## config.mk

```make
export PLATFORM = sky130hd
export DESIGN_NAME = clic_top
export DESIGN_NICKNAME = d
export VERILOG_FILES = /design/src/verilog/clic_irq_pkg.sv /design/src/verilog/clic_csr_pkg.sv /design/src/verilog/clic_top.sv /design/src/verilog/clic_dispatch.sv /design/src/verilog/clic_prio_arbiter.sv /design/src/verilog/clic_csr_bank.sv /design/src/verilog/clic_csr_reg.sv
export VERILOG_INCLUDE_DIRS = /design/src /design/src/verilog
export SDC_FILE = /design/constraint.sdc
export NUM_CORES = 1
export LEC_CHECK = 0
export ABC_CLOCK_PERIOD_IN_PS = 12290
export BUFFER_PORTS_ARGS = -buffer_cell sky130_fd_sc_hd__buf_2
export CAP_MARGIN = 5
export CORE_MARGIN = 2
export CORE_UTILIZATION = 40
export DETAILED_ROUTE_END_ITERATION = 8
export PLACE_DENSITY_LB_ADDON = 0.2
export SETUP_SLACK_MARGIN = 0.5
export SLEW_MARGIN = 5
export SYNTH_ARGS = -nofsm -noshare
export SYNTH_HDL_FRONTEND = slang
export SYNTH_SLANG_ARGS = --single-unit
```

## constraint.sdc

```tcl
create_clock -name clk -period 12.29 [get_ports clk]
set_input_delay 3.687 -clock clk [delete_from_list [all_inputs] [get_ports clk]]
set_output_delay 3.687 -clock clk [all_outputs]
set_load 0.01 [all_outputs]
```

## src/verilog/clic_params.svh

```systemverilog
// clic vector count, field widths, csr addresses and dispatch credits
`ifndef CLIC_PARAMS_SVH
`define CLIC_PARAMS_SVH

// number of interrupt vectors
`define CLIC_VEC_SIZE 8

// priority field width
`define CLIC_PRIO_WIDTH 3

// vector index width
`define CLIC_VEC_WIDTH 3

// handler address in 32-bit words
`define CLIC_TARGET_WIDTH 30

// per-vector csr windows
`define CLIC_VEC_CSR_BASE 'hb00
`define CLIC_ENTRY_CSR_BASE 'hb20

// single machine-level csrs
`define CLIC_MSTATUS_ADDR 'h300
`define CLIC_MINTTHRESH_ADDR 'h347
`define CLIC_STACK_DEPTH_ADDR 'h350

// read-only depth reported after reset
`define CLIC_STACK_DEPTH_RESET 8

// interrupts the core can accept before returning credits
`define CLIC_IRQ_CREDITS 2

`endif
```

## src/verilog/clic_irq_pkg.sv

```systemverilog
// interrupt priority, vector index, handler target and entry types
`include "clic_params.svh"

package clic_irq_pkg;

  // priority level, higher wins
  typedef logic [`CLIC_PRIO_WIDTH-1:0] prio_t;

  // global vector number
  typedef logic [`CLIC_VEC_WIDTH-1:0] vec_idx_t;

  // handler word address
  typedef logic [`CLIC_TARGET_WIDTH-1:0] target_t;

  // per-vector config entry
  // 5 bits total so a single csrrwi can load all fields
  typedef struct packed {
    // waiting for service
    logic  pended;
    // allowed to be taken
    logic  enable;
    // level compared against mintthresh
    prio_t prio;
  } entry_t;

endpackage

```

## src/verilog/clic_csr_pkg.sv

```systemverilog
// csr data word, address, immediate and access operation types
package clic_csr_pkg;

  // data path of the csr stage
  typedef logic [31:0] word;

  // standard 12-bit csr address space
  typedef logic [11:0] csr_addr_t;

  // uimm field of the csrr*i forms
  typedef logic [4:0] zimm_t;

  // access kind decoded by the core
  // set or clear with a zero source is still treated as a write
  typedef enum logic [2:0] {
    // no access this cycle
    CSR_NONE      = 3'd0,
    // csrrw
    CSR_WRITE     = 3'd1,
    // csrrs
    CSR_SET       = 3'd2,
    // csrrc
    CSR_CLEAR     = 3'd3,
    // csrrwi
    CSR_WRITE_IMM = 3'd4,
    // csrrsi
    CSR_SET_IMM   = 3'd5,
    // csrrci
    CSR_CLEAR_IMM = 3'd6
  } csr_op_t;

endpackage

```

## src/verilog/clic_top.sv

```systemverilog
// clic top level with csr bank, two slice arbiters and dispatch
`timescale 1ns/1ps
`include "clic_params.svh"

module clic_top (
  input  logic                          clk,
  input  logic                          rst_n,
  input  logic                          csr_enable,
  input  clic_csr_pkg::csr_addr_t       csr_addr,
  input  clic_csr_pkg::csr_op_t         csr_op,
  input  clic_csr_pkg::word             rs1_data,
  input  clic_csr_pkg::zimm_t           rs1_zimm,
  input  logic [`CLIC_VEC_SIZE-1:0]     irq_lines,
  input  logic                          credit_return,
  output clic_csr_pkg::word             csr_rdata,
  output logic                          irq_valid,
  output clic_irq_pkg::vec_idx_t        irq_vec,
  output clic_irq_pkg::target_t         irq_target,
  output clic_irq_pkg::prio_t           irq_prio
);

  localparam int HALF = `CLIC_VEC_SIZE / 2;

  // bank to arbiters
  logic [`CLIC_VEC_SIZE-1:0]                  pended;
  logic [`CLIC_VEC_SIZE-1:0]                  enable;
  clic_irq_pkg::prio_t [`CLIC_VEC_SIZE-1:0]   prio;

  // bank to dispatch
  clic_irq_pkg::target_t [`CLIC_VEC_SIZE-1:0] targets;
  clic_irq_pkg::prio_t                        thresh;
  logic                                       mie;

  // arbiters to dispatch
  logic                   found_lo;
  clic_irq_pkg::vec_idx_t vec_lo;
  clic_irq_pkg::prio_t    prio_lo;
  logic                   found_hi;
  clic_irq_pkg::vec_idx_t vec_hi;
  clic_irq_pkg::prio_t    prio_hi;

  // dispatch back to bank
  logic                   clear_valid;
  clic_irq_pkg::vec_idx_t clear_vec;

  clic_csr_bank u_bank (
    .clk, .rst_n, .csr_enable, .csr_addr, .csr_op, .rs1_data, .rs1_zimm,
    .irq_lines, .clear_valid, .clear_vec,
    .csr_rdata, .pended, .enable, .prio, .targets, .thresh, .mie
  );

  // vectors 0 to 3
  clic_prio_arbiter #(.NUM(HALF), .BASE(0)) u_arb_lo (
    .pended(pended[HALF-1:0]), .enable(enable[HALF-1:0]), .prio(prio[HALF-1:0]),
    .found(found_lo), .vec(vec_lo), .prio_out(prio_lo)
  );

  // vectors 4 to 7
  clic_prio_arbiter #(.NUM(HALF), .BASE(HALF)) u_arb_hi (
    .pended(pended[`CLIC_VEC_SIZE-1:HALF]), .enable(enable[`CLIC_VEC_SIZE-1:HALF]),
    .prio(prio[`CLIC_VEC_SIZE-1:HALF]),
    .found(found_hi), .vec(vec_hi), .prio_out(prio_hi)
  );

  clic_dispatch u_dispatch (
    .clk, .rst_n,
    .found_lo, .vec_lo, .prio_lo, .found_hi, .vec_hi, .prio_hi,
    .thresh, .mie, .targets, .credit_return,
    .irq_valid, .irq_vec, .irq_target, .irq_prio, .clear_valid, .clear_vec
  );

endmodule

```

## src/verilog/clic_dispatch.sv

```systemverilog
// clic dispatch with slice merge, threshold and MIE gating, and credit counter
`timescale 1ns/1ps
`include "clic_params.svh"

module clic_dispatch (
  input  logic                                       clk,
  input  logic                                       rst_n,
  input  logic                                       found_lo,
  input  clic_irq_pkg::vec_idx_t                     vec_lo,
  input  clic_irq_pkg::prio_t                        prio_lo,
  input  logic                                       found_hi,
  input  clic_irq_pkg::vec_idx_t                     vec_hi,
  input  clic_irq_pkg::prio_t                        prio_hi,
  input  clic_irq_pkg::prio_t                        thresh,
  input  logic                                       mie,
  input  clic_irq_pkg::target_t [`CLIC_VEC_SIZE-1:0] targets,
  input  logic                                       credit_return,
  output logic                                       irq_valid,
  output clic_irq_pkg::vec_idx_t                     irq_vec,
  output clic_irq_pkg::target_t                      irq_target,
  output clic_irq_pkg::prio_t                        irq_prio,
  output logic                                       clear_valid,
  output clic_irq_pkg::vec_idx_t                     clear_vec
);

  localparam int CREDIT_W = $clog2(`CLIC_IRQ_CREDITS + 1);

  logic                   sel_hi;
  logic                   win_found;
  clic_irq_pkg::vec_idx_t win_vec;
  clic_irq_pkg::prio_t    win_prio;
  logic                   issue;
  logic [CREDIT_W-1:0]    credits;

  // upper slice only on a strictly higher level
  assign sel_hi    = found_hi && (!found_lo || (prio_hi > prio_lo));
  assign win_found = found_lo || found_hi;
  assign win_vec   = sel_hi ? vec_hi : vec_lo;
  assign win_prio  = sel_hi ? prio_hi : prio_lo;

  // registered credit count only, a return this cycle does not count yet
  assign issue = win_found && (win_prio > thresh) && mie && (credits != '0);

  // clears the pended bit on the same edge the issue is registered
  assign clear_valid = issue;
  assign clear_vec   = win_vec;

  always_ff @(posedge clk or negedge rst_n) begin
    if (!rst_n) begin
      irq_valid <= 1'b0;
    end else begin
      irq_valid <= issue;
    end
  end

  // payload held until the next issue
  always_ff @(posedge clk) begin
    if (issue) begin
      irq_vec    <= win_vec;
      irq_target <= targets[win_vec];
      irq_prio   <= win_prio;
    end
  end

  // return and issue together leave the count unchanged
  always_ff @(posedge clk or negedge rst_n) begin
    if (!rst_n) begin
      credits <= CREDIT_W'(`CLIC_IRQ_CREDITS);
    end else if (issue && !credit_return) begin
      credits <= credits - 1'b1;
    end else if (!issue && credit_return) begin
      credits <= credits + 1'b1;
    end
  end

endmodule

```

## src/verilog/clic_prio_arbiter.sv

```systemverilog
// priority arbiter over one slice of interrupt vectors
`timescale 1ns/1ps

module clic_prio_arbiter #(
  parameter int NUM  = 4,
  parameter int BASE = 0
) (
  input  logic [NUM-1:0]                pended,
  input  logic [NUM-1:0]                enable,
  input  clic_irq_pkg::prio_t [NUM-1:0] prio,
  output logic                          found,
  output clic_irq_pkg::vec_idx_t        vec,
  output clic_irq_pkg::prio_t           prio_out
);

  logic                   any;
  clic_irq_pkg::prio_t    best_prio;
  clic_irq_pkg::vec_idx_t best_vec;

  // linear scan from the lowest index
  // strict compare keeps the lower index on a tie
  always_comb begin
    any       = 1'b0;
    best_prio = '0;
    best_vec  = clic_irq_pkg::vec_idx_t'(BASE);
    for (int i = 0; i < NUM; i++) begin
      if (pended[i] && enable[i] && (!any || (prio[i] > best_prio))) begin
        any       = 1'b1;
        best_prio = prio[i];
        // global vector number
        best_vec  = clic_irq_pkg::vec_idx_t'(BASE + i);
      end
    end
  end

  assign found    = any;
  assign vec      = best_vec;
  assign prio_out = best_prio;

endmodule

```

## src/verilog/clic_csr_bank.sv

```systemverilog
// clic csr instances, pended-bit update and csr read mux
`timescale 1ns/1ps
`include "clic_params.svh"

module clic_csr_bank (
  input  logic                                       clk,
  input  logic                                       rst_n,
  input  logic                                       csr_enable,
  input  clic_csr_pkg::csr_addr_t                    csr_addr,
  input  clic_csr_pkg::csr_op_t                      csr_op,
  input  clic_csr_pkg::word                          rs1_data,
  input  clic_csr_pkg::zimm_t                        rs1_zimm,
  input  logic [`CLIC_VEC_SIZE-1:0]                  irq_lines,
  input  logic                                       clear_valid,
  input  clic_irq_pkg::vec_idx_t                     clear_vec,
  output clic_csr_pkg::word                          csr_rdata,
  output logic [`CLIC_VEC_SIZE-1:0]                  pended,
  output logic [`CLIC_VEC_SIZE-1:0]                  enable,
  output clic_irq_pkg::prio_t [`CLIC_VEC_SIZE-1:0]   prio,
  output clic_irq_pkg::target_t [`CLIC_VEC_SIZE-1:0] targets,
  output clic_irq_pkg::prio_t                        thresh,
  output logic                                       mie
);

  // one bit wider than a vector index so a depth of 8 fits
  typedef logic [`CLIC_VEC_WIDTH:0] depth_t;

  clic_csr_pkg::word                        mstatus;
  depth_t                                   stack_depth;
  clic_irq_pkg::entry_t [`CLIC_VEC_SIZE-1:0] entries;

  clic_csr_reg #(
    .data_t(clic_irq_pkg::prio_t),
    .ADDR(clic_csr_pkg::csr_addr_t'(`CLIC_MINTTHRESH_ADDR))
  ) u_thresh (
    .clk, .rst_n, .csr_enable, .csr_addr, .csr_op, .rs1_data, .rs1_zimm,
    .hw_we(1'b0), .hw_data('0), .data(thresh)
  );

  clic_csr_reg #(
    .data_t(clic_csr_pkg::word),
    .ADDR(clic_csr_pkg::csr_addr_t'(`CLIC_MSTATUS_ADDR))
  ) u_mstatus (
    .clk, .rst_n, .csr_enable, .csr_addr, .csr_op, .rs1_data, .rs1_zimm,
    .hw_we(1'b0), .hw_data('0), .data(mstatus)
  );

  // fixed value, software writes ignored
  clic_csr_reg #(
    .data_t(depth_t),
    .ADDR(clic_csr_pkg::csr_addr_t'(`CLIC_STACK_DEPTH_ADDR)),
    .RESET_VALUE(depth_t'(`CLIC_STACK_DEPTH_RESET)),
    .WRITABLE(1'b0)
  ) u_stack_depth (
    .clk, .rst_n, .csr_enable, .csr_addr, .csr_op, .rs1_data, .rs1_zimm,
    .hw_we(1'b0), .hw_data('0), .data(stack_depth)
  );

  // only MIE is used
  assign mie = mstatus[3];

  for (genvar k = 0; k < `CLIC_VEC_SIZE; k++) begin : gen_vec
    logic                 clear_hit;
    logic                 upd_we;
    clic_irq_pkg::entry_t upd;

    // dispatch clear wins over a line set
    // held line pends again on the next edge
    assign clear_hit = clear_valid && (clear_vec == clic_irq_pkg::vec_idx_t'(k));
    assign upd_we    = clear_hit || irq_lines[k];
    assign upd       = '{pended: !clear_hit, enable: entries[k].enable, prio: entries[k].prio};

    clic_csr_reg #(
      .data_t(clic_irq_pkg::target_t),
      .ADDR(clic_csr_pkg::csr_addr_t'(`CLIC_VEC_CSR_BASE + k))
    ) u_target (
      .clk, .rst_n, .csr_enable, .csr_addr, .csr_op, .rs1_data, .rs1_zimm,
      .hw_we(1'b0), .hw_data('0), .data(targets[k])
    );

    clic_csr_reg #(
      .data_t(clic_irq_pkg::entry_t),
      .ADDR(clic_csr_pkg::csr_addr_t'(`CLIC_ENTRY_CSR_BASE + k))
    ) u_entry (
      .clk, .rst_n, .csr_enable, .csr_addr, .csr_op, .rs1_data, .rs1_zimm,
      .hw_we(upd_we), .hw_data(upd), .data(entries[k])
    );

    // split fields for the arbiters
    assign pended[k] = entries[k].pended;
    assign enable[k] = entries[k].enable;
    assign prio[k]   = entries[k].prio;
  end

  // combinational read, unmapped reads as zero
  always_comb begin
    csr_rdata = '0;
    if (csr_addr == clic_csr_pkg::csr_addr_t'(`CLIC_MSTATUS_ADDR)) begin
      csr_rdata = mstatus;
    end else if (csr_addr == clic_csr_pkg::csr_addr_t'(`CLIC_MINTTHRESH_ADDR)) begin
      csr_rdata = clic_csr_pkg::word'(thresh);
    end else if (csr_addr == clic_csr_pkg::csr_addr_t'(`CLIC_STACK_DEPTH_ADDR)) begin
      csr_rdata = clic_csr_pkg::word'(stack_depth);
    end else begin
      for (int k = 0; k < `CLIC_VEC_SIZE; k++) begin
        if (csr_addr == clic_csr_pkg::csr_addr_t'(`CLIC_VEC_CSR_BASE + k)) begin
          csr_rdata = clic_csr_pkg::word'(targets[k]);
        end else if (csr_addr == clic_csr_pkg::csr_addr_t'(`CLIC_ENTRY_CSR_BASE + k)) begin
          csr_rdata = clic_csr_pkg::word'(entries[k]);
        end
      end
    end
  end

endmodule

```

## src/verilog/clic_csr_reg.sv

```systemverilog
// generic csr register with software ops and a hardware update port
`timescale 1ns/1ps

module clic_csr_reg #(
  parameter type data_t = logic [31:0],
  parameter clic_csr_pkg::csr_addr_t ADDR = '0,
  parameter data_t RESET_VALUE = '0,
  parameter bit WRITABLE = 1'b1
) (
  input  logic                     clk,
  input  logic                     rst_n,
  input  logic                     csr_enable,
  input  clic_csr_pkg::csr_addr_t  csr_addr,
  input  clic_csr_pkg::csr_op_t    csr_op,
  input  clic_csr_pkg::word        rs1_data,
  input  clic_csr_pkg::zimm_t      rs1_zimm,
  input  logic                     hw_we,
  input  data_t                    hw_data,
  output data_t                    data
);

  localparam int W = $bits(data_t);

  logic         hit;
  logic [W-1:0] src;
  logic [W-1:0] cur;
  logic [W-1:0] sw_val;

  // own address decode, read-only copies never match
  assign hit = WRITABLE && csr_enable && (csr_addr == ADDR);
  assign cur = data;

  // operand select, immediates are zero extended
  always_comb begin
    case (csr_op)
      clic_csr_pkg::CSR_WRITE_IMM,
      clic_csr_pkg::CSR_SET_IMM,
      clic_csr_pkg::CSR_CLEAR_IMM: src = W'(rs1_zimm);
      default: src = W'(rs1_data);
    endcase
  end

  // read-modify-write result
  always_comb begin
    case (csr_op)
      clic_csr_pkg::CSR_WRITE, clic_csr_pkg::CSR_WRITE_IMM: sw_val = src;
      clic_csr_pkg::CSR_SET, clic_csr_pkg::CSR_SET_IMM: sw_val = cur | src;
      clic_csr_pkg::CSR_CLEAR, clic_csr_pkg::CSR_CLEAR_IMM: sw_val = cur & ~src;
      default: sw_val = cur;
    endcase
  end

  // hardware update beats software on the same edge
  always_ff @(posedge clk or negedge rst_n) begin
    if (!rst_n) begin
      data <= RESET_VALUE;
    end else if (hw_we) begin
      data <= hw_data;
    end else if (hit) begin
      data <= data_t'(sw_val);
    end
  end

endmodule

```

======== Word-level counts from Yosys, hierarchy flattened ========
Index checks and enable logic that the tools add are counted.
word-level totals
  output and inout bits ................... 69
  memories kept ........................... 0
  bits in writable memories ............... 0
  ROM bits ................................ 0
  register bits after elaboration ......... 354
  latch bits .............................. 0
  logic and storage cells ................. 344
  input bits .............................. 64
operators by class
  equal/unequal tests ..................... 32
  order comparisons ....................... 9
  bitwise operators ....................... 48
  mux-type cells .......................... 85
  shift operators ......................... 0
  div/mod/pow operators ................... 0
  $mul .................................... 0
  add/sub/neg operators ................... 2
  reductions and logical operators ........ 129
operator list
  operator                                         count
  case mux 30 bit (3 select lines)                 8
  two-way mux 32 bit                               19
  bitwise AND 30 bit                               8
  OR 30 bit                                        8
  == test 12 bit, second input constant            16
  case mux 5 bit (3 select lines)                  8
  case mux 32 bit (3 select lines)                 1
  binary-select mux 30 bit (select 3 bit)          1
  two-way mux 5 bit                                18
  two-way mux 30 bit                               2
  logical AND 1 bit                                46
  bitwise AND 5 bit                                8
  OR 5 bit                                         8
  == test 12 x 10 -> 1 bit, second input constant  3
  AND reduction 2 bit                              18
  two-way mux 3 bit                                11
  bitwise AND 32 bit                               1
  inverter 32 bit                                  1
  OR 32 bit                                        1
  nonzero test 4 bit                               8
  inverter 30 bit                                  1
  greater-than comparator 3 bit                    8
  AND reduction 3 bit                              8
  == test 3 bit, second input constant             7
  20 further kinds                                 87

======== Depth between registers and ports, before layout ========
  depth after elaboration ................. 26
  depth in mapped cells ................... 41
  depth with buffers taken out ............ 36

======== By module ========
Synthesis repeated with hierarchy kept, for this count alone.
unflattened totals
  cells, all modules ...................... 4844
  area total of the unflattened synthesis .. 38752.2 um2
by module, submodules not included
  module                                          cells each  times used  sequential area each (um2)  area each (um2)
  clic_csr_reg at u_bank.gen_vec[1].u_target ...  357         2           750.7                       2792.7
  clic_csr_reg at u_bank.gen_vec[5].u_target ...  354         2           750.7                       2788.9
  clic_dispatch                                   316         1           1157.4                      3833.7
  clic_csr_reg at u_bank.u_mstatus                420         1           800.8                       3413.3
  clic_csr_reg at u_bank.gen_vec[7].u_target      416         1           750.7                       3110.5
  clic_csr_reg at u_bank.gen_vec[3].u_target      416         1           750.7                       3103.0
  clic_csr_reg at u_bank.gen_vec[4].u_target      354         1           750.7                       2813.9
  clic_csr_reg at u_bank.gen_vec[0].u_target      354         1           750.7                       2785.2
  clic_csr_bank                                   431         1           0.0                         2741.4
  clic_csr_reg at u_bank.gen_vec[5].u_entry ...   67          2           125.1                       540.5
  clic_csr_reg at u_bank.gen_vec[1].u_entry ...   67          2           125.1                       531.8
  clic_csr_reg at u_bank.gen_vec[0].u_entry ...   67          2           125.1                       529.3
  clic_prio_arbiter                               59          2           0.0                         462.9
  clic_csr_reg at u_bank.gen_vec[4].u_entry       67          1           125.1                       538.0
  +3 rows                                         n/a         n/a         n/a                         n/a

======== Worst setup path after synthesis ========
No wires, ideal clock.
  path type ............................... register to register
  from .................................... register u_bank.gen_vec[0].u_entry.data[4] in the netlist's numbering
  to ...................................... register u_bank.gen_vec[1].u_entry.data[1] in the netlist's numbering
  data arrival time ....................... 9.174 ns
  data required time ...................... 12.169 ns
  path buffers ............................ 6
  library setup time ...................... 0.121 ns
  slack ................................... 2.995 ns
  clock period less this slack ............ 9.295 ns
  stages on the path, launching flop included .. 41
  cell sequence ........................... dfrtp_1 -> and3_1 -> inv_1 -> ha_1 -> nor2b_1 -> a221oi_1 -> o21ai_0 -> clkbuf_1 -> clkbuf_1 -> a22o_1 -> ha_1 -> and3_1 -> a211oi_1 -> or2_1 -> clkbuf_1 -> clkbuf_1 -> a221oi_1 -> o21bai_1 -> [5 not listed] -> o21ai_0 -> nor2_1 -> a21oi_1 -> ha_1 -> nand3_1 -> o21ai_0 -> o21ai_1 -> nand2_1 -> inv_1 -> clkbuf_1 -> mux2i_1 -> ha_1 -> a31oi_1 -> o211ai_1 -> inv_1 -> o2111ai_1 -> o21a_1 -> a22o_1
on the way
  longest elaborated chain between the ends .. 26
  elaborated cells between the ends (all ways) .. 40
  those cells by class .................... 5 x order compare; 1 x eq/ne; 13 x mux; 1 x bitwise; 20 x reduce/logical
RTL lines
  element                                                                    line                     text
  start: declaration                                                         clic_csr_reg.sv:19       output data_t data
  start signal: assignment                                                   clic_csr_reg.sv:58       data <= hw_data;
  start signal: assignment                                                   clic_csr_reg.sv:60       data <= data_t'(sw_val);
  logical AND 1 bit *                                                        clic_prio_arbiter.sv:27  if (pended[i] && enable[i] && (!any || (prio[i] > best_prio))) begin
  two-way mux 3 bit / two-way mux 1 bit (equally long branches)              clic_prio_arbiter.sv:27
  greater-than comparator 3 bit / logical NOT 1 bit (equally long branches)  clic_prio_arbiter.sv:27
  logical OR 1 bit                                                           clic_prio_arbiter.sv:27
  logical AND 1 bit                                                          clic_prio_arbiter.sv:27
  two-way mux 3 bit / two-way mux 1 bit (equally long branches)              clic_prio_arbiter.sv:27
  greater-than comparator 3 bit / logical NOT 1 bit (equally long branches)  clic_prio_arbiter.sv:27
  logical OR 1 bit                                                           clic_prio_arbiter.sv:27
  [9 not listed]                                                             n/a
  two-way mux 3 bit                                                          clic_dispatch.sv:39      assign win_prio = sel_hi ? prio_hi : prio_lo;
  greater-than comparator 3 bit                                              clic_dispatch.sv:42      assign issue = win_found && (win_prio > thresh) && mie && (credits != '0);
  logical AND 1 bit * (3 in series)                                          clic_dispatch.sv:42
  via clear_valid                                                            clic_top.sv:43           logic clear_valid;
  logical AND 1 bit *                                                        clic_csr_bank.sv:69      assign clear_hit = clear_valid && (clear_vec == clic_irq_pkg::vec_idx_t'(k));
  logical OR 1 bit *                                                         clic_csr_bank.sv:70      assign upd_we = clear_hit || irq_lines[k];
  inverter 1 bit (no source line) *                                          n/a
  AND reduction 3 bit (no source line) *                                     n/a
  end signal: assignment                                                     clic_csr_reg.sv:58
  end signal: assignment                                                     clic_csr_reg.sv:60
  end: declaration                                                           clic_csr_reg.sv:19
Mark *: on every way through the listed nets, which the timed path passes. The rest lies on a longest branch.
A chain may end at the register's enable or synchronous reset.

======== Worst setup path after layout ========
  from .................................... register u_bank.gen_vec[4].u_entry.data[4] in the netlist's numbering
  to ...................................... register u_bank.gen_vec[1].u_entry.data[0] in the netlist's numbering
on the way
  longest elaborated chain between the ends .. 26
  elaborated cells between the ends (all ways) .. 39
  those cells by class .................... 5 x order compare; 1 x eq/ne; 13 x mux; 1 x bitwise; 19 x reduce/logical
RTL lines
  element                                                                    line                     text
  start: declaration                                                         clic_csr_reg.sv:19
  start signal: assignment                                                   clic_csr_reg.sv:58
  start signal: assignment                                                   clic_csr_reg.sv:60
  logical AND 1 bit *                                                        clic_prio_arbiter.sv:27
  two-way mux 3 bit / two-way mux 1 bit (equally long branches)              clic_prio_arbiter.sv:27
  greater-than comparator 3 bit / logical NOT 1 bit (equally long branches)  clic_prio_arbiter.sv:27
  logical OR 1 bit                                                           clic_prio_arbiter.sv:27
  logical AND 1 bit                                                          clic_prio_arbiter.sv:27
  two-way mux 3 bit / two-way mux 1 bit (equally long branches)              clic_prio_arbiter.sv:27
  greater-than comparator 3 bit / logical NOT 1 bit (equally long branches)  clic_prio_arbiter.sv:27
  logical OR 1 bit                                                           clic_prio_arbiter.sv:27
  [10 not listed]                                                            n/a
  via u_dispatch.win_prio[2]                                                 clic_dispatch.sv:31      clic_irq_pkg::prio_t win_prio;
  greater-than comparator 3 bit *                                            clic_dispatch.sv:42
  logical AND 1 bit * (3 in series)                                          clic_dispatch.sv:42
  via clear_valid                                                            clic_top.sv:43
  logical AND 1 bit *                                                        clic_csr_bank.sv:69
  logical OR 1 bit *                                                         clic_csr_bank.sv:70
  inverter 1 bit (no source line) *                                          n/a
  AND reduction 3 bit (no source line) *                                     n/a
Marks and branches as above.

==> reports/metrics.cfg <==
[clocking]
cts_tree=yes
cts_hold_buf=0
clk-insertion-delay-late_ns=0.60
cts_setup_buffers=0
cts_resized=0
clock-root-buffer=clkbuf_16
cts_buffers=41
clk_pin_slew_worst_paths_ns=0.07
cts_max_level=2
clockBufferDepth=3
cts.sinks=354

[pwr]
total_power_mw=2.74
p_per_area_nw_per_um2=116
leakagePower_nw=9.72
peakVddDrop_mv=0.105

[synthesis]
synth.distinct_cells=91
synthFlopType=dfrtp_1
synth_fp_nets=2426
synth_top_family_by_area=compound AO/OA/AOI/OAI gates
ys_async_sr_fraction_pct=89.8
synth_top_cell_by_area=dfrtp_1
synth-seq-cells=354
yosys.area_share.simple_pct=14.6
netlist_area_um2=21000
synthAdderAreaFrac_pct=1.54
synth-xor-area-share_pct=0.251
synth_edf_count=36
ys_seq_area_share_pct=43.1
synth_mux_area_share_pct=1.13
yosys-top-cells-area=dfrtp_1 (38%), o21ai_0 (10%), a21oi_1 (5.4%)
synth_compound_gate_area_share_pct=34.5
synthCells=2337
synth_commonest_cells=o21ai_0 (421), dfrtp_1 (317), a21oi_1 (228)
yosysMostFrequentCell=o21ai_0
syn_area_per_cell_um2=8.97
synth_top_area_share_pct=37.9
synth_warnings=0

[route]
met3_length_um=11700
met1Wirelength_um=36100
wire_per_inst_um=30.0
drt_wl_total_um=92100
routed_via_density=7.05
drtIter0Drc=3748
vias=21600
final_antenna_net_count=0
met2_length_um=39200
top_layer=met5
drc=0
drt_first_pass_iters=8

[timing]
drv_slew=0
finalCritPeriodShare_pct=90.5
finalClockSkew_ns=0.0275
finalSetupViolCount=0
worst_slew_pin_slew_ns=1.30
fmax_mhz=89.9
fin_tns_setup_ns=0
relSlewSlack_pct=13.3
fin_crit_ns=11.13
hold_violations=0
rsz0062_at_grt=false

[setup_path]
crit_top_cell=ha_1
crit_fanout=36
crit_type=flop to flop
crit_family=compound AO/OA/AOI/OAI gates
cpMaxStageDelayCell=nand2_1
crit_buf_inv=2
max_stage_delay_ns=0.90
worstSetupPathDepth=33
arrival_ns=11.60
required_ns=12.77
worst_setup_path_start_kind=flop
critPathCaptureType=flop
rr_worst_depth=33

[global_routing]
first_global_vias=19900
track_usage_pct=33.3
antenna_found_initial=3
grt_pass1_wl_um=133000
grt-ovfl-total=0
grt_max_degree=165

[placement]
placed_area_um2=22100
dp_hpwl_um=56600
portBuffers=132
gp_congestion=0.989

[flow_run]
drv_cap=0

[final_layout]
design_area_um2=23500
syn2layout_area_growth_pct=12.2
num_antenna_cells=0
fin_nets=2444
drive_gt1_share_pct=13.5
fillers=5035

[die]
die_x_um=233
core-area_um2=51500
dieArea_um2=54200
io_pins=133
rows=83
die_h_um=233
start_util_pct=40.7

[hold_path]
worstHoldPathCells=2
hold_path_class=flop to flop

[outcome]
status=finished, final reports clean

==> registers in the layout, indices dropped and copies added, names as in the netlist <==
name                          count
u_dispatch.irq_prio               3
u_dispatch.irq_valid              1
u_dispatch.irq_vec                3
u_bank.u_mstatus.data            32
u_bank.u_thresh.data              3
u_bank.gen_vec.u_target.data    240
u_dispatch.irq_target            30
u_bank.gen_vec.u_entry.data      40
u_dispatch.credits                2
==> where the power goes <==
group | switching (mW) | leakage (nW) | internal (mW)
logic | 0.161 | 4.46 | 0.0556
registers | 0.0264 | 4.56 | 1.20
clock network | 0.548 | 0.697 | 0.745
total | 0.736 | 9.72 | 2.00
==> metal layers <==
metal / vias up / GRT usage [%]
met3: 328 / 7.87
met1: 10500 / 45.3
met5: - / 0
met2: 1663 / 49.1
met4: 2 / 17.1
li1: 9103 / -
==> kinds of logic after synthesis <==
kind of cell / after synthesis
AO/OA/AOI/OAI: 1128
buffers and inverters: 246
multiplexers: 22
AND/OR/NAND/NOR: 555
XOR/XNOR: 6
flip-flops: 354
adder cells (fa/ha/maj): 26
==> worst paths after layout <==
path                                                                     from                                         endpoint  slack (ns)
worst max register to register  u_bank.gen_vec[4].u_entry.data[4]$_DFFE_PN0P_    u_bank.gen_vec[1].u_entry.data[0]$_DFFE_PN0P_        1.16
worst min-delay path                    u_bank.u_mstatus.data[14]$_DFFE_PN0P_            u_bank.u_mstatus.data[14]$_DFFE_PN0P_        0.51
min in group asynchronous                                               rst_n  u_bank.gen_vec[2].u_target.data[27]$_DFFE_PN0P_        3.12
max in group asynchronous                                               rst_n  u_bank.gen_vec[7].u_target.data[24]$_DFFE_PN0P_        7.75
worst max-delay path            u_bank.gen_vec[4].u_entry.data[4]$_DFFE_PN0P_    u_bank.gen_vec[1].u_entry.data[0]$_DFFE_PN0P_        1.16
worst min register to register          u_bank.u_mstatus.data[14]$_DFFE_PN0P_            u_bank.u_mstatus.data[14]$_DFFE_PN0P_        0.51
==> cell type report <==
class / count / area, um2 / share of cell area, %
Multi-Input combinational cell: 1737 / 11000 / 46.7
Sequential cell: 354 / 9040 / 38.4
Clock buffer: 49 / 1130 / 4.80
Timing Repair Buffer: 190 / 1120 / 4.76
Tap cell: 680 / 851 / 3.62
Clock inverter: 27 / 269 / 1.14
Inverter: 31 / 116 / 0.495
==> worst reg2reg max path: cells and delay by family (launching register included) <==
family | cells | cell delay [ns]
fa+ha+maj | 5 | 1.68
flops | 1 | 0.57
buf+inv | 2 | 1.00
compound gates | 16 | 5.79
simple gates | 10 | 1.96
==> layout by cell type, fill, tap and decap left out, drive strengths merged, types with 6 or more instances in the layout <==
cell type	n
clkinv	17
inv	35
a221o	6
o2111ai	10
a21boi	6
o31ai	6
o21ai	439
edfxtp	36
buf	190
a22oi	55
mux2i	17
clkbuf	49
dfrtp	317
nor3	30
a2111o	9
o22ai	22
a31oi	22
nand3b	6
a2bb2oi	10
and3	75
a211oi	8
o211ai	28
o22a	7
nand4	8
a32oi	58
a222oi	43
a221oi	37
or3	16
o2bb2ai	19
a22o	46
nand3	60
o221ai	6
ha	25
nor4	8
a2111oi	25
nor2	54
and2	87
a21oi	231
nand2	173
==> per-stage QoR <==
stage	util [%]	hold WS, ns	std cells	worst slack (ns)
global route	45.7	0.530	3068	0.715
detailed placement	42.9	0.498	2992	1.62
global placement	42.9	0.494	2992	1.80
CTS	45.7	0.511	3068	1.57
floorplan	-	0.463	2337	2.99
finish	45.7	0.507	3068	1.16
No activity file was read; power rests on OpenSTA's default activity.
